==> config.mk <==
export PLATFORM = sky130hd
export DESIGN_NAME = addsub_top
export DESIGN_NICKNAME = d
export VERILOG_FILES = /design/src/ksa_pkg.sv /design/src/alu_pkg.sv /design/src/operand_stage.sv /design/src/ksa_8bit.sv /design/src/result_stage.sv /design/src/addsub_top.sv
export SDC_FILE = /design/constraint.sdc
export NUM_CORES = 1
export LEC_CHECK = 0
export ABC_AREA = 1
export BUFFER_PORTS_ARGS = -buffer_cell sky130_fd_sc_hd__buf_4
export CAP_MARGIN = 20
export CELL_PAD_IN_SITES_DETAIL_PLACEMENT = 1
export CELL_PAD_IN_SITES_GLOBAL_PLACEMENT = 1
export CORE_MARGIN = 2
export CORE_UTILIZATION = 45
export CTS_CLUSTER_DIAMETER = 60
export CTS_CLUSTER_SIZE = 14
export DETAILED_ROUTE_END_ITERATION = 10
export PLACE_DENSITY = 0.88
export SLEW_MARGIN = 25
export SYNTH_ARGS = -nofsm -noshare
export SYNTH_HDL_FRONTEND = slang
export SYNTH_SLANG_ARGS = --single-unit
==> constraint.sdc <==
create_clock -name i_clk -period 3.07 [get_ports i_clk]
set_input_delay 0.614 -clock i_clk [delete_from_list [all_inputs] [get_ports i_clk]]
set_output_delay 0.614 -clock i_clk [all_outputs]
set_load 0.02 [all_outputs]
==> src/ksa_pkg.sv <==
// geometry of the fixed 8-bit Kogge-Stone adder
// KSA_STAGES must equal log2(KSA_WIDTH) for the prefix tree to close
// the width is not meant to be changed on its own
package ksa_pkg;

    // operand and sum width in bits
    localparam int KSA_WIDTH = 8;

    // prefix levels at distances 1, 2, 4
    localparam int KSA_STAGES = 3;

endpackage

==> src/alu_pkg.sv <==
// op codes and flag count of the add/subtract unit
// op codes are OP_W bits wide and dense from 0 to 3
// subtract ops use the invert-and-add-one form, so carry out is "no borrow"
package alu_pkg;

    // op code width
    localparam int OP_W = 2;

    // plain add, carry-in 0
    localparam logic [OP_W-1:0] OP_ADD = 2'd0;
    // plain subtract, b inverted, carry-in 1
    localparam logic [OP_W-1:0] OP_SUB = 2'd1;
    // add with the stored carry flag
    localparam logic [OP_W-1:0] OP_ADC = 2'd2;
    // subtract with borrow, b inverted, stored carry as carry-in
    localparam logic [OP_W-1:0] OP_SBC = 2'd3;

    // carry, zero, overflow
    localparam int FLAG_W = 3;

endpackage

==> src/operand_stage.sv <==
// input register of the add/subtract unit, one cycle of latency
// operands and op are captured only on a valid strobe
// carry-in for chained ops comes combinationally from the result side
`timescale 1ns/1ps

module operand_stage import ksa_pkg::*, alu_pkg::*; (
    input  logic                 i_clk,
    input  logic                 i_rst_n,
    input  logic                 i_valid,
    input  logic [OP_W-1:0]      i_op,
    input  logic [KSA_WIDTH-1:0] i_data_a,
    input  logic [KSA_WIDTH-1:0] i_data_b,
    input  logic                 i_carry_flag,
    output logic                 o_valid,
    output logic [KSA_WIDTH-1:0] o_data_a,
    output logic [KSA_WIDTH-1:0] o_data_b,
    output logic                 o_carry_in
);

    logic                 valid_q;
    logic [OP_W-1:0]      op_q;
    logic [KSA_WIDTH-1:0] data_a_q;
    logic [KSA_WIDTH-1:0] data_b_q;
    logic                 is_sub;

    // strobe and op code
    always_ff @(posedge i_clk or negedge i_rst_n) begin
        if (!i_rst_n) begin
            valid_q <= 1'b0;
            op_q    <= OP_ADD;
        end else begin
            valid_q <= i_valid;
            if (i_valid) begin
                op_q <= i_op;
            end
        end
    end

    // operand registers, loaded with the strobe
    always_ff @(posedge i_clk) begin
        if (i_valid) begin
            data_a_q <= i_data_a;
            data_b_q <= i_data_b;
        end
    end

    // both subtract flavours invert b
    assign is_sub = (op_q == OP_SUB) || (op_q == OP_SBC);

    // carry-in select
    // stored flag is the previous op's carry, already registered on this edge
    always_comb begin
        case (op_q)
            OP_ADD:  o_carry_in = 1'b0;
            OP_SUB:  o_carry_in = 1'b1;
            OP_ADC:  o_carry_in = i_carry_flag;
            OP_SBC:  o_carry_in = i_carry_flag;
            default: o_carry_in = 1'b0;
        endcase
    end

    assign o_valid  = valid_q;
    assign o_data_a = data_a_q;
    // effective b into the adder
    assign o_data_b = is_sub ? ~data_b_q : data_b_q;

endmodule

==> src/ksa_8bit.sv <==
// combinational Kogge-Stone adder with carry-in and carry-out
// fixed at KSA_WIDTH bits with KSA_STAGES prefix levels
// white cells form g and p, black cells merge prefixes, gray cells form carries
`timescale 1ns/1ps

module ksa_8bit import ksa_pkg::*; (
    input  logic                 i_carry,
    input  logic [KSA_WIDTH-1:0] i_data_a,
    input  logic [KSA_WIDTH-1:0] i_data_b,
    output logic [KSA_WIDTH-1:0] o_sum,
    output logic                 o_carry
);

    // generate/propagate per prefix level
    // level 0 is bitwise, level KSA_STAGES spans bits 0..i
    logic [KSA_STAGES:0][KSA_WIDTH-1:0] g_lvl;
    logic [KSA_STAGES:0][KSA_WIDTH-1:0] p_lvl;

    // carry into each bit, top entry is carry out
    logic [KSA_WIDTH:0] carry;

    genvar lv;
    genvar bt;

    // white cells
    assign g_lvl[0] = i_data_a & i_data_b;
    assign p_lvl[0] = i_data_a ^ i_data_b;

    // black cells at distance 1, 2, 4
    generate
        for (lv = 0; lv < KSA_STAGES; lv++) begin : g_level
            for (bt = 0; bt < KSA_WIDTH; bt++) begin : g_bit
                if (bt >= (1 << lv)) begin : g_black
                    // merge with the group (1 << lv) bits below
                    assign g_lvl[lv+1][bt] = g_lvl[lv][bt]
                                           | (p_lvl[lv][bt] & g_lvl[lv][bt-(1<<lv)]);
                    assign p_lvl[lv+1][bt] = p_lvl[lv][bt]
                                           & p_lvl[lv][bt-(1<<lv)];
                end else begin : g_pass
                    // low bits already reach bit 0, carried through
                    assign g_lvl[lv+1][bt] = g_lvl[lv][bt];
                    assign p_lvl[lv+1][bt] = p_lvl[lv][bt];
                end
            end
        end
    endgenerate

    assign carry[0] = i_carry;

    // gray cells
    // group 0..i either generates or propagates the carry-in
    generate
        for (bt = 0; bt < KSA_WIDTH; bt++) begin : g_gray
            assign carry[bt+1] = g_lvl[KSA_STAGES][bt]
                               | (p_lvl[KSA_STAGES][bt] & i_carry);
        end
    endgenerate

    // sum is bitwise propagate xor incoming carry
    assign o_sum   = p_lvl[0] ^ carry[KSA_WIDTH-1:0];
    assign o_carry = carry[KSA_WIDTH];

endmodule

==> src/result_stage.sv <==
// output register of the add/subtract unit, one cycle of latency
// flags change only on valid cycles and hold in between
// o_carry_flag feeds the chained ops, 0 after reset
`timescale 1ns/1ps

module result_stage import ksa_pkg::*, alu_pkg::*; (
    input  logic                 i_clk,
    input  logic                 i_rst_n,
    input  logic                 i_valid,
    input  logic [KSA_WIDTH-1:0] i_sum,
    input  logic                 i_carry,
    input  logic                 i_a_msb,
    input  logic                 i_b_msb,
    output logic                 o_valid,
    output logic [KSA_WIDTH-1:0] o_result,
    output logic                 o_carry,
    output logic                 o_zero,
    output logic                 o_overflow,
    output logic                 o_carry_flag
);

    logic                 valid_q;
    logic [KSA_WIDTH-1:0] result_q;
    // {carry, zero, overflow}
    logic [FLAG_W-1:0]    flags_q;
    logic                 zero_d;
    logic                 overflow_d;

    // all-zero sum
    assign zero_d = ~|i_sum;

    // signs agree going in, sum sign differs
    assign overflow_d = (i_a_msb == i_b_msb) && (i_sum[KSA_WIDTH-1] != i_a_msb);

    // valid pulse and flags
    always_ff @(posedge i_clk or negedge i_rst_n) begin
        if (!i_rst_n) begin
            valid_q <= 1'b0;
            flags_q <= '0;
        end else begin
            valid_q <= i_valid;
            if (i_valid) begin
                flags_q <= {i_carry, zero_d, overflow_d};
            end
        end
    end

    // result word
    always_ff @(posedge i_clk) begin
        if (i_valid) begin
            result_q <= i_sum;
        end
    end

    assign o_valid      = valid_q;
    assign o_result     = result_q;
    assign o_carry      = flags_q[2];
    assign o_zero       = flags_q[1];
    assign o_overflow   = flags_q[0];
    // same register, kept as the stored carry of the last result
    assign o_carry_flag = flags_q[2];

endmodule

==> src/addsub_top.sv <==
// 8-bit add/subtract unit, two cycles from i_valid to o_valid
// one op per cycle, no back-pressure, results must be taken as they come
// adder is a KSA_STAGES level Kogge-Stone tree between the two registers
`timescale 1ns/1ps

module addsub_top import ksa_pkg::*, alu_pkg::*; (
    input  logic                 i_clk,
    input  logic                 i_rst_n,
    input  logic                 i_valid,
    input  logic [OP_W-1:0]      i_op,
    input  logic [KSA_WIDTH-1:0] i_data_a,
    input  logic [KSA_WIDTH-1:0] i_data_b,
    output logic                 o_valid,
    output logic [KSA_WIDTH-1:0] o_result,
    output logic                 o_carry,
    output logic                 o_zero,
    output logic                 o_overflow
);

    logic                 op_valid;
    logic [KSA_WIDTH-1:0] op_a;
    logic [KSA_WIDTH-1:0] op_b;
    logic                 op_carry_in;
    logic [KSA_WIDTH-1:0] sum;
    logic                 sum_carry;
    // carry of the latest result, back to the operand side
    logic                 carry_flag;

    operand_stage operand_stage_i (
        .i_clk        (i_clk),
        .i_rst_n      (i_rst_n),
        .i_valid      (i_valid),
        .i_op         (i_op),
        .i_data_a     (i_data_a),
        .i_data_b     (i_data_b),
        .i_carry_flag (carry_flag),
        .o_valid      (op_valid),
        .o_data_a     (op_a),
        .o_data_b     (op_b),
        .o_carry_in   (op_carry_in)
    );

    // purely combinational between the two registers
    ksa_8bit ksa_8bit_i (
        .i_carry  (op_carry_in),
        .i_data_a (op_a),
        .i_data_b (op_b),
        .o_sum    (sum),
        .o_carry  (sum_carry)
    );

    // sign bits of a and effective b for overflow
    result_stage result_stage_i (
        .i_clk        (i_clk),
        .i_rst_n      (i_rst_n),
        .i_valid      (op_valid),
        .i_sum        (sum),
        .i_carry      (sum_carry),
        .i_a_msb      (op_a[KSA_WIDTH-1]),
        .i_b_msb      (op_b[KSA_WIDTH-1]),
        .o_valid      (o_valid),
        .o_result     (o_result),
        .o_carry      (o_carry),
        .o_zero       (o_zero),
        .o_overflow   (o_overflow),
        .o_carry_flag (carry_flag)
    );

endmodule

==> impl_metrics.py, run 1 <==
metrics = {
    "grt": {
        "overflow": 0,
        "grt_pass1_vias": 1342,
        "antenna_found_initial": 0,
        "grt_max_degree": 21,
        "grt_pass1_wl_um": 6420,
        "grt_util_all_layers_pct": 21.2,
    },
    "finish": {
        "drive_above_1_share_pct": 29.4,
        "final_common_cell": "nand2_1",
        "area.growth.synth_to_final_pct": 24.2,
        "nNetsFinal": 236,
        "nFillCells": 420,
        "final_cells": 252,
        "final_cell_mix": "38 x nand2_1, 32 x buf_4, 25 x inv_1",
        "insertedDiodeCount": 0,
    },
    "synth": {
        "syn_nets": 198,
        "seq_area_frac_synth_pct": 53.4,
        "syn-cell-area_um2": 1680,
        "ys_ff_latch": 31,
        "yosysUniqueCellTypes": 22,
        "avgSynthCellArea_um2": 10.2,
        "ys_warn_count": 0,
        "syn_inst": 165,
    },
    "drt": {
        "drcViolationCount": 0,
        "drtPass1Iterations": 4,
        "drt_iter0_drc": 65,
        "ant_nets": 0,
        "vias_per_cell": 4.95,
        "post_drt_wl_per_cell_um": 15.5,
        "dr_total_vias": 1248,
        "finalWirelength_um": 3900,
    },
    "worst_setup_path": {
        "required_ps": 3310,
        "reg2reg_from": "operand_stage_i.op_q[0]$_DFFE_PN0P_",
        "critPathArrivalTime_ps": 2480,
        "ff2ff_path_depth": 11,
        "critPathMaxStageDelay_ps": 660,
        "path_max_fanout": 10,
        "path_class": "reg -> reg",
        "r2r_slack_ps": 830,
        "path_buf_inv": 0,
        "path_cells": "xor2_1 > ha_1 > nand2_1 > nand2_1 > nor2_1 > nand2_1 > nand2_1 > nand3_1 > nor2_1 > nand3_2 > nand2_1",
        "end_kind": "register",
        "crit_family": "simple AND/OR/NAND/NOR gates",
        "start_kind": "register",
        "cp.depth": 11,
        "r2r_end": "result_stage_i.flags_q[1]$_DFFE_PN0P_",
        "cp_slowest_cell": "dfrtp_1",
        "critical_path.startpoint": "operand_stage_i.op_q[0]$_DFFE_PN0P_",
        "crit_top_cell": "nand2_1",
        "endpoint": "result_stage_i.flags_q[1]$_DFFE_PN0P_",
    },
    "sta": {
        "clock.fmax_mhz": 446,
        "slew_viol_final": 0,
        "finalClockSkew_ps": 6.27,
        "setup_slack_ps": 826,
        "setup_tns_ps": 0,
        "whs_ps": 119,
        "hold_viol": 0,
        "rsz0062_at_grt": "no",
        "worst_pin_slew_ps": 512,
        "finalCriticalPeriod_ps": 2240,
        "finalSetupViolCount": 0,
        "relSlewSlack_pct": 65.9,
        "min_period_over_period_pct": 73.1,
    },
    "placement": {
        "place_inst": 244,
        "place_ws_ps": 820,
        "dp_hpwl_um": 2940,
        "gp_congestion": 0.787,
        "port-buffer-count": 32,
    },
    "hold_path": {
        "hp-class": "in -> async",
    },
    "cts": {
        "cts_resized": 0,
        "cts_hold_buf": 0,
        "max-clock-path-buffers": 2,
        "clkSinkCount": 31,
        "cts_max_level": 2,
        "path_clk_slew_ps": 70,
        "tritoncts": "built",
        "insertion_delay_ps": 290,
        "cts_made_buffers": 5,
        "cts_setup_buffers": 0,
        "root_buffer": "clkbuf_8",
    },
    "floorplanning": {
        "ios": 33,
        "start_util_pct": 46.2,
        "dieHeight_um": 65.1,
        "rows": 22,
        "coreArea_um2": 3630,
        "die_w_um": 65.1,
        "dieArea_um2": 4230,
    },
    "pwr": {
        "peakVddDrop_uv": 339,
        "p_leak_nw": 1.01,
        "pwr_density_cell_nw_per_um2": 702,
    },
    "flow_run": {
        "drv_cap": 0,
    },
    "outcome": {
        "status": "finished, final reports clean",
    },
}
[layer usage]
layer  vias up  wire length, µm  share of wire (%)  GRT usage [%]
met5         -                0                  0              0
met4         0              130                3.3           10.9
met3        10              158                4.0           6.25
met2        29             2160                 55           38.7
met1       603             1450                 37           21.7
li1        606                -                  -              -
[how the worst min path moves through the flow]
stage / endpoint / slack, ps
after floorplan: operand_stage_i.o_valid$_DFF_PN0_ / 320
after global placement: result_stage_i.o_valid$_DFF_PN0_ / 430
after detailed placement: result_stage_i.o_valid$_DFF_PN0_ / 430
after CTS: result_stage_i.o_valid$_DFF_PN0_ / 110
after global routing: result_stage_i.flags_q[2]$_DFFE_PN0P_ / 110
final: result_stage_i.o_valid$_DFF_PN0_ / 120
[metrics by stage]
stage          utilization, %  instance area, µm²  total power [mW]
3_5_place_dp             54.1                1970              1.04
2_1_floorplan               -                1680             0.879
5_1_grt                  57.4                2080              1.54
3_3_place_gp             54.1                1970              1.01
6_report                 57.4                2080              1.46
4_1_cts                  57.4                2080              1.47
[synthesized netlist by cell type (all sizes together)]
master	number	area, µm²
a211oi	1	7.51
fa	1	20.0
clkinv	1	3.75
nor3	1	5.00
o21ai	3	15.0
a21oi	4	27.5
nand3	16	95.1
xnor2	1	8.76
xor2	9	78.8
inv	25	93.8
ha	11	138
edfxtp	24	721
dfrtp	7	175
mux2	1	11.3
buf	1	11.3
nand2	46	203
nor2	13	63.8
[registers in the layout, summed over array words and instances (netlist names)]
signal                    flops
operand_stage_i.data_b_q      8
operand_stage_i.o_data_a      8
result_stage_i.o_result       8
result_stage_i.flags_q        3
operand_stage_i.op_q          2
operand_stage_i.o_valid       1
result_stage_i.o_valid        1
[report_power, final]
group	total [mW]	internal, mW	leakage (nW)	switching, mW
combinational	0.488	0.181	0.623	0.307
clock	0.417	0.262	0.0612	0.155
sequential	0.558	0.526	0.321	0.0316
[final cells by class]
| type | instances | area (µm²) | area share, % |
|---|---|---|---|
| Tap cell | 48 | 60.1 | 2.88 |
| Clock inverter | 2 | 35.0 | 1.68 |
| Timing Repair Buffer | 32 | 240 | 11.5 |
| Clock buffer | 6 | 82.6 | 3.96 |
| Multi-Input combinational cell | 107 | 673 | 32.3 |
| Sequential cell | 31 | 896 | 43.0 |
| Inverter | 26 | 97.6 | 4.68 |
[cell families (layout without fill, tap and decap cells)]
kind of cell,count (synthesis),count (layout),share of synthesized area [%]
XOR/XNOR,10,10,5.22
adder cells (fa/ha/maj),12,12,9.40
AO/OA/AOI/OAI,8,8,2.98
AND/OR/NAND/NOR,76,76,21.8
multiplexers,1,1,0.671
flip-flops,31,31,53.4
buffers and inverters,27,66,6.49
(Power assumes the default switching activity.)
==> inputs of run 2 (changes only) <==
Settings changed: CORE_UTILIZATION 45 to 38, PLACE_DENSITY 0.88 to 0.79.
Clock period 3.07 ns to 1.9 ns, I/O delays scaled along.
==> run 2 against run 1 <==
Effect of this change: the flow now finishes with violations (negative setup slack); clock power increased by 55%; largest cell class is now multi-input gates; core utilization increased by 1.3 points; die area rose by 17%; final area grew 21%; sequential share of layout area is 7.4 points lower; worst setup slack got worse by 1000 ps; power rose by 84%; hold slack improved by 140 ps; combinational power increased by 130%.
==> impl_metrics.py, run 2 (same netlist as run 1, synthesis figures left out) <==
metrics = {
    "outcome": {
        "status": "finished, violations left",
        "violations": "negative setup slack",
    },
    "sta": {
        "min_period_over_period_pct": 111,
        "setup_slack_ps": -215,
        "whs_ps": 257,
        "finalSetupViolCount": 6,
        "rsz0062_at_grt": "yes",
        "finalCriticalPeriod_ps": 2120,
        "setup_tns_ps": -602,
        "finalClockSkew_ps": 6.45,
        "worst_pin_slew_ps": 259,
        "relSlewSlack_pct": 82.7,
        "hold_viol": 0,
        "clock.fmax_mhz": 473,
        "slew_viol_final": 0,
    },
    "drt": {
        "drt_iter0_drc": 61,
        "ant_nets": 0,
        "drcViolationCount": 0,
        "finalWirelength_um": 4570,
        "vias_per_cell": 4.78,
        "drtPass1Iterations": 4,
        "dr_total_vias": 1314,
        "post_drt_wl_per_cell_um": 16.6,
    },
    "worst_setup_path": {
        "required_ps": 2070,
        "path_max_fanout": 7,
        "start_kind": "register",
        "critPathArrivalTime_ps": 2290,
        "end_kind": "register",
        "path_class": "reg -> reg",
    },
    "finish": {
        "area.growth.synth_to_final_pct": 50.1,
        "insertedDiodeCount": 0,
        "final_common_cell": "buf_4",
        "final_cell_mix": "45 x buf_4, 25 x nand2_1, 24 x edfxtp_1",
        "post-route-cell-area_um2": 2520,
        "nNetsFinal": 255,
        "nFillCells": 474,
        "drive_above_1_share_pct": 53.4,
        "final_core_util_pct": 58.7,
    },
    "grt": {
        "grt_max_degree": 21,
        "use_met1_pct": 18.9,
        "grt_use_met3_pct": 4.33,
        "grt_pass1_wl_um": 6330,
        "antenna_found_initial": 0,
        "grt_pass1_vias": 1383,
        "grt_most_used_layer": "met2",
        "use_met2_pct": 30.4,
        "overflow": 0,
        "grt_util_all_layers_pct": 17.0,
    },
    "hold_path": {
        "hp-class": "in -> reg",
    },
    "cts": {
        "cts_max_level": 2,
        "clkSinkCount": 31,
        "max-clock-path-buffers": 2,
        "insertion_delay_ps": 290,
        "path_clk_slew_ps": 70,
        "tritoncts": "built",
        "cts_made_buffers": 5,
        "root_buffer": "clkbuf_8",
    },
    "flow_run": {
        "drv_cap": 0,
    },
    "pwr": {
        "comb_power_share_pct": 42.5,
        "power_frac_seq_pct": 33.5,
        "p_sw_share_pct": 35.0,
        "clkPwrFrac_pct": 24.1,
        "p_switching_mw": 0.942,
        "peakVddDrop_uv": 390,
        "p_leak_nw": 1.14,
        "p_int_mw": 1.75,
        "pwr_density_cell_nw_per_um2": 1070,
    },
    "floorplanning": {
        "coreArea_um2": 4290,
        "die_w_um": 70.5,
        "ios": 33,
        "start_util_pct": 39.1,
        "dieArea_um2": 4960,
        "rows": 24,
        "dieHeight_um": 70.5,
    },
    "placement": {
        "gp_congestion": 0.786,
        "dp_hpwl_um": 2810,
        "placed_area_um2": 2080,
        "port-buffer-count": 32,
    },
}
run 2: final cells by class:
| type | instances | area [µm²] | area share (%) |
|---|---|---|---|
| clock inverters | 1 | 30.0 | 1.19 |
| multi-input cells | 107 | 941 | 37.4 |
| clock buffers | 7 | 76.3 | 3.03 |
| well taps | 52 | 65.1 | 2.58 |
| flip-flops and latches | 31 | 896 | 35.6 |
| repair buffers | 51 | 413 | 16.4 |
| inverters | 26 | 97.6 | 3.87 |
run 2: metal layers:
metal | part of all wire [%] | up-vias
met5 | 0 | -
met4 | 1.8 | 0
met3 | 3.2 | 7
met2 | 54 | 30
met1 | 41 | 639
li1 | - | 638
run 2: what timing repair did:
action                     in CTS  in global routing
gates cloned                    0                  0
pin swaps                      17                 25
hold buffers                    1                  0
resized for setup              21                 38
buffers inserted                1                  4
setup endpoints to repair       6                  8
hold endpoints to repair        7                  0
run 2: critical path: stages (launching register included):
cell and delay (ps):
dfrtp_1 400, buf_6 200, xor2_1 210, ha_1 310
nand2_2 130, inv_1 70, a21oi_2 180, nand3_2 130
buf_4 150, nor2_1 110, o21ai_0 100
run 2: power groups by stage:
| stage | combinational, mW | sequential [mW] | clock [mW] |
|---|---|---|---|
| after floorplan | 0.447 | 0.973 | 0 |
| after global placement | 0.823 | 0.899 | 0 |
| after detailed placement | 0.843 | 0.901 | 0 |
| after CTS | 0.919 | 0.892 | 0.640 |
| after global routing | 1.23 | 0.910 | 0.684 |
| final | 1.14 | 0.901 | 0.648 |
run 2: path summary, 6_finish.rpt:
| kind | slack [ps] | endpoint | from | depth (start not counted) |
|---|---|---|---|---|
| setup / recovery | -220 | result_stage_i.flags_q[0]$_DFFE_PN0P_ | operand_stage_i.op_q[0]$_DFFE_PN0P_ | 10 |
| hold / removal | 260 | operand_stage_i.data_b_q[6]$_DFFE_PP_ | i_data_b[6] | 1 |
| setup reg to reg | -220 | result_stage_i.flags_q[0]$_DFFE_PN0P_ | operand_stage_i.op_q[0]$_DFFE_PN0P_ | 10 |
| hold reg to reg | 500 | result_stage_i.flags_q[0]$_DFFE_PN0P_ | result_stage_i.flags_q[0]$_DFFE_PN0P_ | 2 |
| max in group asynchronous | 1320 | result_stage_i.flags_q[0]$_DFFE_PN0P_ | i_rst_n | 2 |
| min in group asynchronous | 450 | operand_stage_i.op_q[0]$_DFFE_PN0P_ | i_rst_n | 2 |
run 2: through the flow:
step	total power, mW	cells	setup WS [ps]
global placement	1.72	262	-120
floorplan	1.42	165	99.0
detailed placement	1.74	262	-187
finish	2.69	275	-215
global route	2.82	275	-338
CTS	2.45	271	-52.7
